`src/rtl/xirq_irq_pkg.sv`:
```
package xirq_irq_pkg;

    // --------------------
    // channel limits
    // --------------------
    localparam int xirq_max_ch_c = 32; // one bit per channel in a bus word

    // --------------------
    // trigger encoding
    // --------------------
    // each channel takes one bit of TRIG_TYPE and one bit of TRIG_POL

    // type bit
    localparam logic xirq_type_level_c = 1'b0; // active while the level holds
    localparam logic xirq_type_edge_c  = 1'b1; // active for one cycle per transition

    // polarity bit
    localparam logic xirq_pol_low_c  = 1'b0; // low level or falling edge
    localparam logic xirq_pol_high_c = 1'b1; // high level or rising edge

    // resulting modes, {type, pol}
    //   00 low level
    //   01 high level
    //   10 falling edge
    //   11 rising edge

endpackage

```
`src/rtl/xirq_map_pkg.sv`:
```
package xirq_map_pkg;

    // --------------------
    // io window
    // --------------------
    localparam logic [31:0] xirq_base_c     = 32'hFFFF_FF80; // block base, word aligned
    localparam int          xirq_win_bits_c = 4;             // 16 byte window

    // register offsets inside the window (byte address, word aligned)
    localparam logic [xirq_win_bits_c-1:0] xirq_enable_off_c  = 4'd0; // r/w channel enable
    localparam logic [xirq_win_bits_c-1:0] xirq_pending_off_c = 4'd4; // r/w pending, write 0 clears
    localparam logic [xirq_win_bits_c-1:0] xirq_source_off_c  = 4'd8; // r source, any write acks
    // offset 12 is unused and reads zero

    // --------------------
    // register data word
    // --------------------
    // the same 32 bits are read either as a channel mask or as a source index

    typedef struct packed {
        logic [26:0] rsvd; // always zero on readback
        logic [4:0]  idx;  // channel number
    } xirq_src_t;

    typedef union packed {
        logic [31:0] mask; // one bit per channel
        xirq_src_t   src;  // source register layout
    } xirq_word_u;

endpackage

```
`src/rtl/xirq_arbiter.sv`:
```
module xirq_arbiter (
    input  logic       clk_i,
    input  logic       rstn_i,
    input  logic       fire_i,    // some channel pending
    input  logic [4:0] src_nxt_i, // lowest pending channel
    input  logic       src_ack_i, // software acknowledge
    output logic [4:0] src_o,     // captured source
    output logic       cpu_irq_o  // single cycle request
);

    logic       run_q; // interrupt handed to cpu, waiting for ack
    logic [4:0] src_q; // source seen by software
    logic       irq_q; // request pulse

    // --------------------
    // run state
    // --------------------
    always_ff @(posedge clk_i or negedge rstn_i) begin
        if (!rstn_i) begin
            run_q <= 1'b0;
            src_q <= '0;
            irq_q <= 1'b0;
        end else begin
            irq_q <= 1'b0;              // pulse lasts one cycle only
            if (!run_q) begin
                src_q <= src_nxt_i;     // track best candidate while idle
                if (fire_i) begin
                    irq_q <= 1'b1;
                    run_q <= 1'b1;      // hold off until ack
                end
            end else if (src_ack_i) begin
                run_q <= 1'b0;          // next pending may fire one cycle later
            end
        end
    end

    assign src_o     = src_q;
    assign cpu_irq_o = irq_q;

    // never two request cycles back to back
    a_single_pulse: assert property (
        @(posedge clk_i) disable iff (!rstn_i)
        cpu_irq_o |=> !cpu_irq_o
    ) else $error("xirq_arbiter: cpu_irq_o high for two cycles");

endmodule

```
`src/rtl/xirq_pending.sv`:
```
module xirq_pending #(
    parameter int NUM_CH = 32 // channels in use
) (
    input  logic              clk_i,
    input  logic              rstn_i,
    input  logic [NUM_CH-1:0] trig_i,    // trigger conditions
    input  logic [NUM_CH-1:0] enable_i,  // channel enable mask
    input  logic [NUM_CH-1:0] clr_n_i,   // 0 bits clear pending
    output logic [NUM_CH-1:0] pending_o, // pending bits for readback
    output logic              fire_o,    // something pending
    output logic [4:0]        src_nxt_o  // lowest pending channel
);

    logic [NUM_CH-1:0] pend_q;  // pending buffer
    logic [4:0]        src_nxt; // encoder result

    // --------------------
    // pending buffer
    // --------------------
    // a trigger sets its bit only while enabled, a bit stays set until cleared
    // a clear in the same cycle as a trigger wins
    always_ff @(posedge clk_i or negedge rstn_i) begin
        if (!rstn_i) begin
            pend_q <= '0;
        end else begin
            pend_q <= (pend_q | (trig_i & enable_i)) & clr_n_i;
        end
    end

    // --------------------
    // priority encoder
    // --------------------
    always_comb begin
        src_nxt = '0;
        for (int i = NUM_CH - 1; i >= 0; i--) begin // walk down so index 0 wins
            if (pend_q[i]) begin
                src_nxt = 5'(i);
            end
        end
    end

    assign pending_o = pend_q;
    assign fire_o    = |pend_q;  // any channel waiting
    assign src_nxt_o = src_nxt;

    // a bit may only rise if its channel was enabled in the previous cycle
    a_no_masked_set: assert property (
        @(posedge clk_i) disable iff (!rstn_i)
        (pend_q & ~$past(pend_q) & ~$past(enable_i)) == '0
    ) else $error("xirq_pending: disabled channel became pending");

endmodule

```
`src/rtl/xirq_regs.sv`:
```
module xirq_regs #(
    parameter int NUM_CH = 32 // channels in use
) (
    input  logic              clk_i,
    input  logic              rstn_i,
    input  logic [31:0]       addr_i,    // byte address
    input  logic              rden_i,    // read strobe
    input  logic              wren_i,    // write strobe
    input  logic [31:0]       data_i,    // write data
    input  logic [NUM_CH-1:0] pending_i, // pending bits
    input  logic [4:0]        src_i,     // captured source
    output logic [31:0]       data_o,    // read data, zero when idle
    output logic              ack_o,     // one cycle after the strobe
    output logic [NUM_CH-1:0] enable_o,  // channel enable mask
    output logic [NUM_CH-1:0] clr_n_o,   // one cycle clear mask
    output logic              src_ack_o  // write to source register
);
    import xirq_map_pkg::*;

    logic                       acc_en;  // address inside the window
    logic                       rd_en;
    logic                       wr_en;
    logic [xirq_win_bits_c-1:0] offs;    // word aligned offset
    xirq_word_u                 wr_word; // write data view
    xirq_word_u                 rd_word; // read data view
    logic [NUM_CH-1:0]          enable_q;
    logic [NUM_CH-1:0]          clr_n_q;
    logic [31:0]                data_q;
    logic                       ack_q;

    // --------------------
    // address decode
    // --------------------
    assign acc_en = (addr_i[31:xirq_win_bits_c] == xirq_base_c[31:xirq_win_bits_c]);
    assign offs   = {addr_i[xirq_win_bits_c-1:2], 2'b00}; // byte lanes ignored
    assign rd_en  = acc_en & rden_i;
    assign wr_en  = acc_en & wren_i;

    assign wr_word   = data_i;
    assign src_ack_o = wr_en & (offs == xirq_source_off_c); // any write acks

    // --------------------
    // write side
    // --------------------
    always_ff @(posedge clk_i or negedge rstn_i) begin
        if (!rstn_i) begin
            enable_q <= '0;
            clr_n_q  <= '1;
        end else begin
            clr_n_q <= '1;                                   // no clear by default
            if (wr_en && (offs == xirq_enable_off_c)) begin
                enable_q <= wr_word.mask[NUM_CH-1:0];
            end
            if (wr_en && (offs == xirq_pending_off_c)) begin
                clr_n_q <= wr_word.mask[NUM_CH-1:0];         // zero bits clear
            end
        end
    end

    // --------------------
    // read side
    // --------------------
    always_comb begin
        rd_word = '0;
        case (offs)
            xirq_enable_off_c:  rd_word.mask[NUM_CH-1:0] = enable_q;
            xirq_pending_off_c: rd_word.mask[NUM_CH-1:0] = pending_i;
            xirq_source_off_c:  rd_word.src.idx          = src_i;
            default:            rd_word                  = '0; // offset 12
        endcase
    end

    always_ff @(posedge clk_i or negedge rstn_i) begin
        if (!rstn_i) begin
            ack_q  <= 1'b0;
            data_q <= '0;
        end else begin
            ack_q  <= rd_en | wr_en;          // every window access accepted
            data_q <= rd_en ? rd_word : '0;   // bus stays zero otherwise
        end
    end

    assign data_o   = data_q;
    assign ack_o    = ack_q;
    assign enable_o = enable_q;
    assign clr_n_o  = clr_n_q;

    // ack only follows a strobe that hit the window
    a_ack_in_window: assert property (
        @(posedge clk_i) disable iff (!rstn_i)
        ack_o |-> $past((rden_i | wren_i) &&
                        (addr_i[31:xirq_win_bits_c] == xirq_base_c[31:xirq_win_bits_c]))
    ) else $error("xirq_regs: ack without in-window strobe");

endmodule

```
`src/rtl/xirq_top.sv`:
```
module xirq_top #(
    parameter int          NUM_CH    = xirq_irq_pkg::xirq_max_ch_c, // channels in use
    parameter logic [31:0] TRIG_TYPE = '0,                           // 0 level, 1 edge
    parameter logic [31:0] TRIG_POL  = '0                            // 0 low/fall, 1 high/rise
) (
    input  logic        clk_i,
    input  logic        rstn_i,
    // host bus
    input  logic [31:0] addr_i,
    input  logic        rden_i,
    input  logic        wren_i,
    input  logic [31:0] data_i,
    output logic [31:0] data_o,
    output logic        ack_o,
    // external lines
    input  logic [31:0] xirq_i,
    // cpu request
    output logic        cpu_irq_o
);

    logic [NUM_CH-1:0] trig;    // trigger conditions
    logic [NUM_CH-1:0] enable;  // enable mask
    logic [NUM_CH-1:0] clr_n;   // clear mask
    logic [NUM_CH-1:0] pending; // pending bits
    logic              fire;
    logic [4:0]        src_nxt;
    logic [4:0]        src;
    logic              src_ack;

    // --------------------
    // register block
    // --------------------
    xirq_regs #(
        .NUM_CH(NUM_CH)
    ) u_regs (
        .clk_i    (clk_i),
        .rstn_i   (rstn_i),
        .addr_i   (addr_i),
        .rden_i   (rden_i),
        .wren_i   (wren_i),
        .data_i   (data_i),
        .pending_i(pending),
        .src_i    (src),
        .data_o   (data_o),
        .ack_o    (ack_o),
        .enable_o (enable),
        .clr_n_o  (clr_n),
        .src_ack_o(src_ack)
    );

    // --------------------
    // interrupt path
    // --------------------
    xirq_trigger #(
        .NUM_CH   (NUM_CH),
        .TRIG_TYPE(TRIG_TYPE),
        .TRIG_POL (TRIG_POL)
    ) u_trigger (
        .clk_i (clk_i),
        .rstn_i(rstn_i),
        .xirq_i(xirq_i),
        .trig_o(trig)
    );

    xirq_pending #(
        .NUM_CH(NUM_CH)
    ) u_pending (
        .clk_i    (clk_i),
        .rstn_i   (rstn_i),
        .trig_i   (trig),
        .enable_i (enable),
        .clr_n_i  (clr_n),
        .pending_o(pending),
        .fire_o   (fire),
        .src_nxt_o(src_nxt)
    );

    xirq_arbiter u_arbiter (
        .clk_i    (clk_i),
        .rstn_i   (rstn_i),
        .fire_i   (fire),
        .src_nxt_i(src_nxt),
        .src_ack_i(src_ack),
        .src_o    (src),
        .cpu_irq_o(cpu_irq_o)
    );

endmodule

```
`src/rtl/xirq_trigger.sv`:
```
module xirq_trigger #(
    parameter int          NUM_CH    = xirq_irq_pkg::xirq_max_ch_c, // channels in use
    parameter logic [31:0] TRIG_TYPE = '0,                           // 0 level, 1 edge
    parameter logic [31:0] TRIG_POL  = '0                            // 0 low/fall, 1 high/rise
) (
    input  logic              clk_i,
    input  logic              rstn_i,
    input  logic [31:0]       xirq_i, // raw external lines
    output logic [NUM_CH-1:0] trig_o  // per channel trigger condition
);
    import xirq_irq_pkg::*;

    // {type, pol} selectors
    localparam logic [1:0] mode_lvl_low_c  = {xirq_type_level_c, xirq_pol_low_c};
    localparam logic [1:0] mode_lvl_high_c = {xirq_type_level_c, xirq_pol_high_c};
    localparam logic [1:0] mode_edg_fall_c = {xirq_type_edge_c, xirq_pol_low_c};
    localparam logic [1:0] mode_edg_rise_c = {xirq_type_edge_c, xirq_pol_high_c};

    logic [NUM_CH-1:0] sync1_q; // first stage, trigger is evaluated here
    logic [NUM_CH-1:0] sync2_q; // second stage, previous value for edges

    if ((NUM_CH < 1) || (NUM_CH > xirq_max_ch_c)) begin : g_num_ch_chk
        $error("xirq_trigger: NUM_CH must be 1..%0d", xirq_max_ch_c);
    end

    // --------------------
    // synchroniser
    // --------------------
    always_ff @(posedge clk_i or negedge rstn_i) begin
        if (!rstn_i) begin
            sync1_q <= '0;
            sync2_q <= '0;
        end else begin
            sync1_q <= xirq_i[NUM_CH-1:0]; // unused upper lines dropped
            sync2_q <= sync1_q;
        end
    end

    // --------------------
    // trigger select
    // --------------------
    always_comb begin
        for (int i = 0; i < NUM_CH; i++) begin
            unique case ({TRIG_TYPE[i], TRIG_POL[i]})
                mode_lvl_low_c:  trig_o[i] = ~sync1_q[i];
                mode_lvl_high_c: trig_o[i] = sync1_q[i];
                mode_edg_fall_c: trig_o[i] = ~sync1_q[i] & sync2_q[i];  // 1 -> 0
                mode_edg_rise_c: trig_o[i] = sync1_q[i] & ~sync2_q[i];  // 0 -> 1
                default:         trig_o[i] = 1'b0;
            endcase
        end
    end

endmodule

```
`config.mk`:
```
export PLATFORM = sky130hd
export DESIGN_NAME = xirq_top
export DESIGN_NICKNAME = d
export VERILOG_FILES = /design/src/rtl/xirq_irq_pkg.sv /design/src/rtl/xirq_map_pkg.sv /design/src/rtl/xirq_arbiter.sv /design/src/rtl/xirq_pending.sv /design/src/rtl/xirq_regs.sv /design/src/rtl/xirq_top.sv /design/src/rtl/xirq_trigger.sv
export SDC_FILE = /design/constraint.sdc
export NUM_CORES = 1
export LEC_CHECK = 0
export BUFFER_PORTS_ARGS = -buffer_cell sky130_fd_sc_hd__buf_2
export CAP_MARGIN = 20
export CORE_ASPECT_RATIO = 0.8
export CORE_UTILIZATION = 58
export DETAILED_ROUTE_END_ITERATION = 6
export GPL_TIMING_DRIVEN = 0
export PLACE_DENSITY = 0.94
export SETUP_SLACK_MARGIN = 0.15
export SLEW_MARGIN = 20
export SYNTH_ARGS = -nofsm -noshare
export SYNTH_HDL_FRONTEND = slang
export SYNTH_HIERARCHICAL = 1
export SYNTH_SLANG_ARGS = --single-unit
```
`constraint.sdc`:
```
create_clock -name clk_i -period 3.1 [get_ports clk_i]
set_input_delay 0.31 -clock clk_i [delete_from_list [all_inputs] [get_ports clk_i]]
set_output_delay 0.31 -clock clk_i [all_outputs]
set_load 0.05 [all_outputs]
```
==> results of run 1 <==
-- worst paths after layout --
path                            slack (ns)                 endpoint
worst min-delay path                  0.09       u_regs/clr_n_o[14]
min in group asynchronous             0.45    u_trigger/sync1_q[16]
worst max register to register        1.01          u_arbiter/run_q
worst max-delay path                  0.90        u_regs/data_o[24]
worst min register to register        0.50  u_pending/pending_o[26]
max in group asynchronous             1.80       u_regs/clr_n_o[30]
-- through the flow --
stage          power [mW]  instance area, um^2
6_report             4.61                 8260
5_1_grt              4.74                 8260
4_1_cts              4.60                 8260
3_5_place_dp         2.42                 7320
3_3_place_gp         2.41                 7290
2_1_floorplan        2.29                 6460
-- cells in the final DEF, fill, tap and decap left out, types with 4 or more instances in the layout --
cell type / n
inv_1: 39
dfstp_2: 32
or3_1: 32
clkinvlp_4: 4
nor2_1: 42
nand2_1: 7
clkbuf_1: 14
clkbuf_16: 17
dfrtp_1: 136
a21oi_1: 42
o31ai_1: 4
mux2i_1: 31
nor4_1: 7
nand4_1: 8
nor2b_1: 34
o21ai_0: 4
buf_2: 132
mux2_4: 5
mux2_1: 30
nor3_1: 8
dlygate4sd3_1: 33
-- logic make-up (layout without fill, tap and decap cells) --
kind of cell,after synthesis,after routing,synth area share
compound gates,62,62,0.0552
simple gates,157,157,0.138
buf+inv,56,251,0.0343
flops,168,168,0.657
mux,68,68,0.116
-- where the power goes --
| group | internal (mW) | switching, mW | total [mW] |
|---|---|---|---|
| Sequential | 2.22 | 0.00702 | 2.22 |
| Clock | 1.31 | 0.885 | 2.20 |
| Combinational | 0.0901 | 0.103 | 0.193 |
-- per-layer routing --
metal	wire, um	vias up	GRT usage
met2	7940	201	0.491
li1	-	2114	-
met4	391	0	0.127
met5	0	-	0
met3	1070	35	0.0841
met1	6340	2400	0.343
-- state kept, by name, indices dropped and copies added, names as in the netlist --
signal               cells
u_regs/data_o           32
u_regs/enable_o         32
u_regs/ack_o             1
u_trigger/sync1_q       32
u_regs/clr_n_o          32
u_arbiter/run_q          1
u_pending/pending_o     32
u_arbiter/cpu_irq_o      1
u_arbiter/src_o          5
-- critical path: cells and delay by family --
kind                   cells  cell delay, ns
buffers and inverters      2            0.50
and+or+nand+nor            4            1.72
-- final cells by class --
| class | count | area share |
|---|---|---|
| plain buffers | 17 | 0.00909 |
| clock buffers | 21 | 0.0557 |
| clock inverters | 10 | 0.0177 |
| inverters | 39 | 0.0177 |
| multi-input cells | 287 | 0.241 |
| flip-flops and latches | 168 | 0.514 |
| well taps | 144 | 0.0218 |
| repair buffers | 164 | 0.123 |
==> reports/qor.yml, run 1 <==
drv_slew: 0
drtPass1Iterations: 4
max_stage_delay_ns: 0.56
area_growth_pct: 28.0
crit_chain: "buf_2, or4b_1, nor4_4, nand4b_1, clkbuf_1, nor2_1"
post-place-cells: 786
cts_sinks: 168
post_cts_resized: 0
dp_hpwl_um: 9730
synth_top_cells_by_count: "dfrtp_1, a21oi_1, nor2_1"
synth_edf_count: 0
synth_area_um2: 6460
drive_gt1_frac: 0.295
start_util: 0.595
vdd_ir_drop_max_mv: 0.403
hold_buffers: 33
synth_nets: 611
diodes: 0
final_nets: 794
drc: 0
worstPathArrival_ns: 2.55
finalCriticalPeriod_ns: 2.20
hold_viol: 0
final_cells: 850
worstMarginPinSlew_ns: 0.856
grt_first_pass_wirelength_um: 24400
hold_path_class: "in -> reg"
rsz0062_at_grt: "false"
grt_pass1_vias: 4931
cp-start-kind: "input port"
insertion_delay_ns: 0.43
wl_um: 15700
syn_inst: 511
drt_iter0_drc: 325
status: "finished, final reports clean"
synthTopCellsByArea: "dfrtp_1, dfstp_2, mux2_1, mux2i_1, nor2b_1"
ant_nets: 0
routabilityCongestion: 0.811
dp_slack_ns: 0.469
post_drt_via_cell_ratio: 5.59
port_buffers: 130
regToRegStartpoint: "u_pending/pending_o[27]"
critPathSlowestCell: "or4b_1"
synth_seq_cells: 168
fillers: 642
fin_tns_setup_ns: 0
worstSetupStartpoint: "addr_i[5]"
synthArstFlopShare: 1.00
fmax_mhz: 454
whs_path_depth: 2
die_area_um2: 11600
grt_max_degree: 92
cts_buffers: 17
setup-violations-final: 0
clock_path_buffers: 2
root_buffer: "clkbuf_16"
cts_tree: "done"
multi_input_area_um2: 1990
grt_overflow: 0
synth_top_cell_by_area: "dfrtp_1"
fp.coreArea_um2: 10800
path_class: "in -> reg"
setup_ws_ns: 0.898
ys_types: 42
yosysMostFrequentCell: "dfrtp_1"
detail_route.wl_per_cell_um: 18.5
finClkSkew_ns: 0.0108
path_clk_slew_ns: 0.06
crit_fanout: 10
reg2regPathDepth: 6
die-height_um: 96.4
die_width_um: 120
postCtsSetupBuffers: 0
avgSynthCellArea_um2: 12.6
fin_util: 0.762
grtUsageTotal: 0.287
ios: 134
vias: 4750
power_density_nw_per_um2: 558
rows: 34
cellLeakagePower_nw: 4.12
yosysSeqAreaShare: 0.657
drv_cap: 0
crit_path_end_kind: "flip-flop"
synth_ff_type: "dfrtp_1"
htree_levels: 4
synth_top_cell_area_share: 0.527
fin_hold_ws_ns: 0.0904
cp.required_ns: 3.44
worstHoldStart: "data_i[14]"
min_period_over_period: 0.710
antenna_found_initial: 0
regArea_um2: 4240
relSlewSlack: 0.429
ys_warn_count: 6
(Power assumes the default switching activity.)
==> inputs of run 2 (changes only) <==
- ABC_AREA: not set -> 1
- CORE_UTILIZATION: 58 -> 55
- PLACE_DENSITY: 0.94 -> 0.9
- clock period: 3.1 -> 2.27 ns (I/O delays scaled with it)
==> reports/qor.yml, run 2 <==
status: "complete, but fails checks"
violations: "design-rule violations, negative setup slack"
drive_gt1_frac: 0.275
die_area_um2: 12900
cp_common_cell: "nand2_1"
synth_top_cells_by_count: "nand2_1, dfrtp_1, inv_1"
syn_inst: 735
grt_first_pass_wirelength_um: 27100
synth_nets: 835
drv_slew: 0
cellLeakagePower_nw: 4.59
yosysSeqAreaShare: 0.618
drc: 1
reg2reg_to: "u_arbiter/src_o[0]"
worstPathArrival_ns: 2.70
synthTopCellsByArea: "dfrtp_1, dfstp_2, nand2_1, inv_1, a21boi_0"
rows: 36
synth_top_cell_area_share: 0.496
synth_seq_cells: 168
grt_pass1_vias: 5699
routabilityCongestion: 0.818
min_period_over_period: 1.03
synth_edf_count: 0
final_cells: 1085
layout_common_cells: "nand2_1, buf_2, dfrtp_1, inv_1, nor2_1"
synth_ff_type: "dfrtp_1"
min_to: "u_regs/clr_n_o[8]"
finalCriticalPeriod_ns: 2.35
worst-path-buf-inv: 1
drtPass1Iterations: 7
antenna_found_initial: 0
vdd_ir_drop_max_mv: 0.608
rsz0062_at_grt: "true"
fin_hold_ws_ns: 0.0136
ant_nets: 0
vias: 5617
drv_cap: 0
fin_util: 0.716
ff2ff_setup_slack_ns: -0.08
worstHoldStart: "data_i[8]"
cts_sinks: 168
htree_levels: 4
path_clk_slew_ns: 0.06
grtUsageTotal: 0.278
fmax_mhz: 426
crit_path_end_kind: "flip-flop"
ios: 134
setup-violations-final: 1
worstMarginPinSlew_ns: 0.703
power_density_nw_per_um2: 726
crit_family: "simple AND/OR/NAND/NOR gates"
root_buffer: "clkbuf_16"
grt_max_degree: 91
finClkSkew_ns: 0.00958
regToRegStartpoint: "u_pending/pending_o[30]"
detail_route.wl_per_cell_um: 15.5
dp_slack_ns: -0.0144
post-place-cells: 1018
design_area_um2: 8710
reg2regPathDepth: 33
synth_area_um2: 6870
die_width_um: 127
final_nets: 1021
avgSynthCellArea_um2: 9.34
ys_warn_count: 6
fp.coreArea_um2: 12200
synth_top_cell_by_area: "dfrtp_1"
cp-start-kind: "flip-flop"
yosysMostFrequentCell: "nand2_1"
relSlewSlack: 0.527
drt_iter0_drc: 367
die-height_um: 102
area_growth_pct: 26.9
diodes: 0
cp.required_ns: 2.63
path_class: "reg -> reg"
total_power_mw: 6.33
start_util: 0.565
fin_tns_setup_ns: -0.0780
grt_overflow: 0
port_buffers: 130
synthArstFlopShare: 1.00
setup_ws_ns: -0.0780
clock_path_buffers: 2
crit_fanout: 2
dp_hpwl_um: 11000
cts_tree: "done"
hold_viol: 0
cts_buffers: 17
dpl_cell_area_um2: 7750
insertion_delay_ns: 0.42
wl_um: 16800
final_common_cell: "nand2_1"
max_stage_delay_ns: 0.38
whs_path_depth: 3
post_drt_via_cell_ratio: 5.18
hold_path_class: "in -> reg"
ys_types: 27
critPathSlowestCell: "dfrtp_1"
[run 2: changes by cell type in the layout (fill, tap and decap cells not counted), moves of 10 or more]
cell / before / now
nand3_1: 2 / 34
nand2_2: 0 / 32
nor2b_1: 34 / 0
mux2_1: 30 / 0
a21boi_0: 0 / 30
inv_2: 0 / 15
nand2_1: 7 / 201
inv_1: 39 / 101
nand4_1: 8 / 33
mux2i_1: 31 / 0
or3_1: 32 / 0
a21oi_1: 42 / 32
[run 2: tightest hold or removal path, cell delays in order]
cell	delay (ns)
buf_2	0.10
inv_1	0.05
nand2_2	0.04
[run 2: how the worst max path moves through the flow]
| stage | from | endpoint | slack [ns] | depth (start not counted) |
|---|---|---|---|---|
| finish | u_pending/pending_o[30] | u_arbiter/src_o[0] | -0.08 | 33 |
| global route | u_pending/pending_o[30] | u_arbiter/src_o[0] | -0.31 | 33 |
| CTS | u_pending/pending_o[30] | u_arbiter/src_o[0] | -0.06 | 33 |
| detailed placement | u_pending/pending_o[31] | u_arbiter/src_o[0] | -0.01 | 32 |
| global placement | rstn_i | u_regs/data_o[26] | -1.44 | 1 |
| floorplan | u_pending/pending_o[30] | u_arbiter/src_o[0] | 0.37 | 33 |
[run 2: power by group]
part	internal [mW]	switching [mW]
clock	1.87	1.11
sequential	3.03	0.00826
combinational	0.125	0.189
total	5.02	1.31
[run 2: logic make-up (layout without fill, tap and decap cells)]
family,after synthesis,count (layout),synth area share
simple gates,350,350,0.228
compound gates,71,71,0.0670
flops,168,168,0.618
buf+inv,146,344,0.0867
[run 2: final cells by class]
class	count	area, um^2
plain buffers	29	143
clock buffers	23	458
clock inverters	8	146
fillers	881	3450
inverters	117	453
multi-input cells	421	2030
flip-flops and latches	168	4240
well taps	152	190
repair buffers	167	1040
[run 2: what timing repair did]
item / CTS / global route
hold buffers: 34 / 0
gates resized for setup: 0 / 1
hold endpoints to repair: 96 / 0
cloned: 0 / 0
endpoints found under the setup margin: 1 / 2
buffers inserted: 2 / 0
[run 2: layer usage]
metal	routed length [um]	track usage	vias up
met5	0	0	-
met4	232	0.0852	0
met3	1320	0.0644	23
met2	8290	0.491	247
met1	6980	0.345	2681
li1	-	-	2666
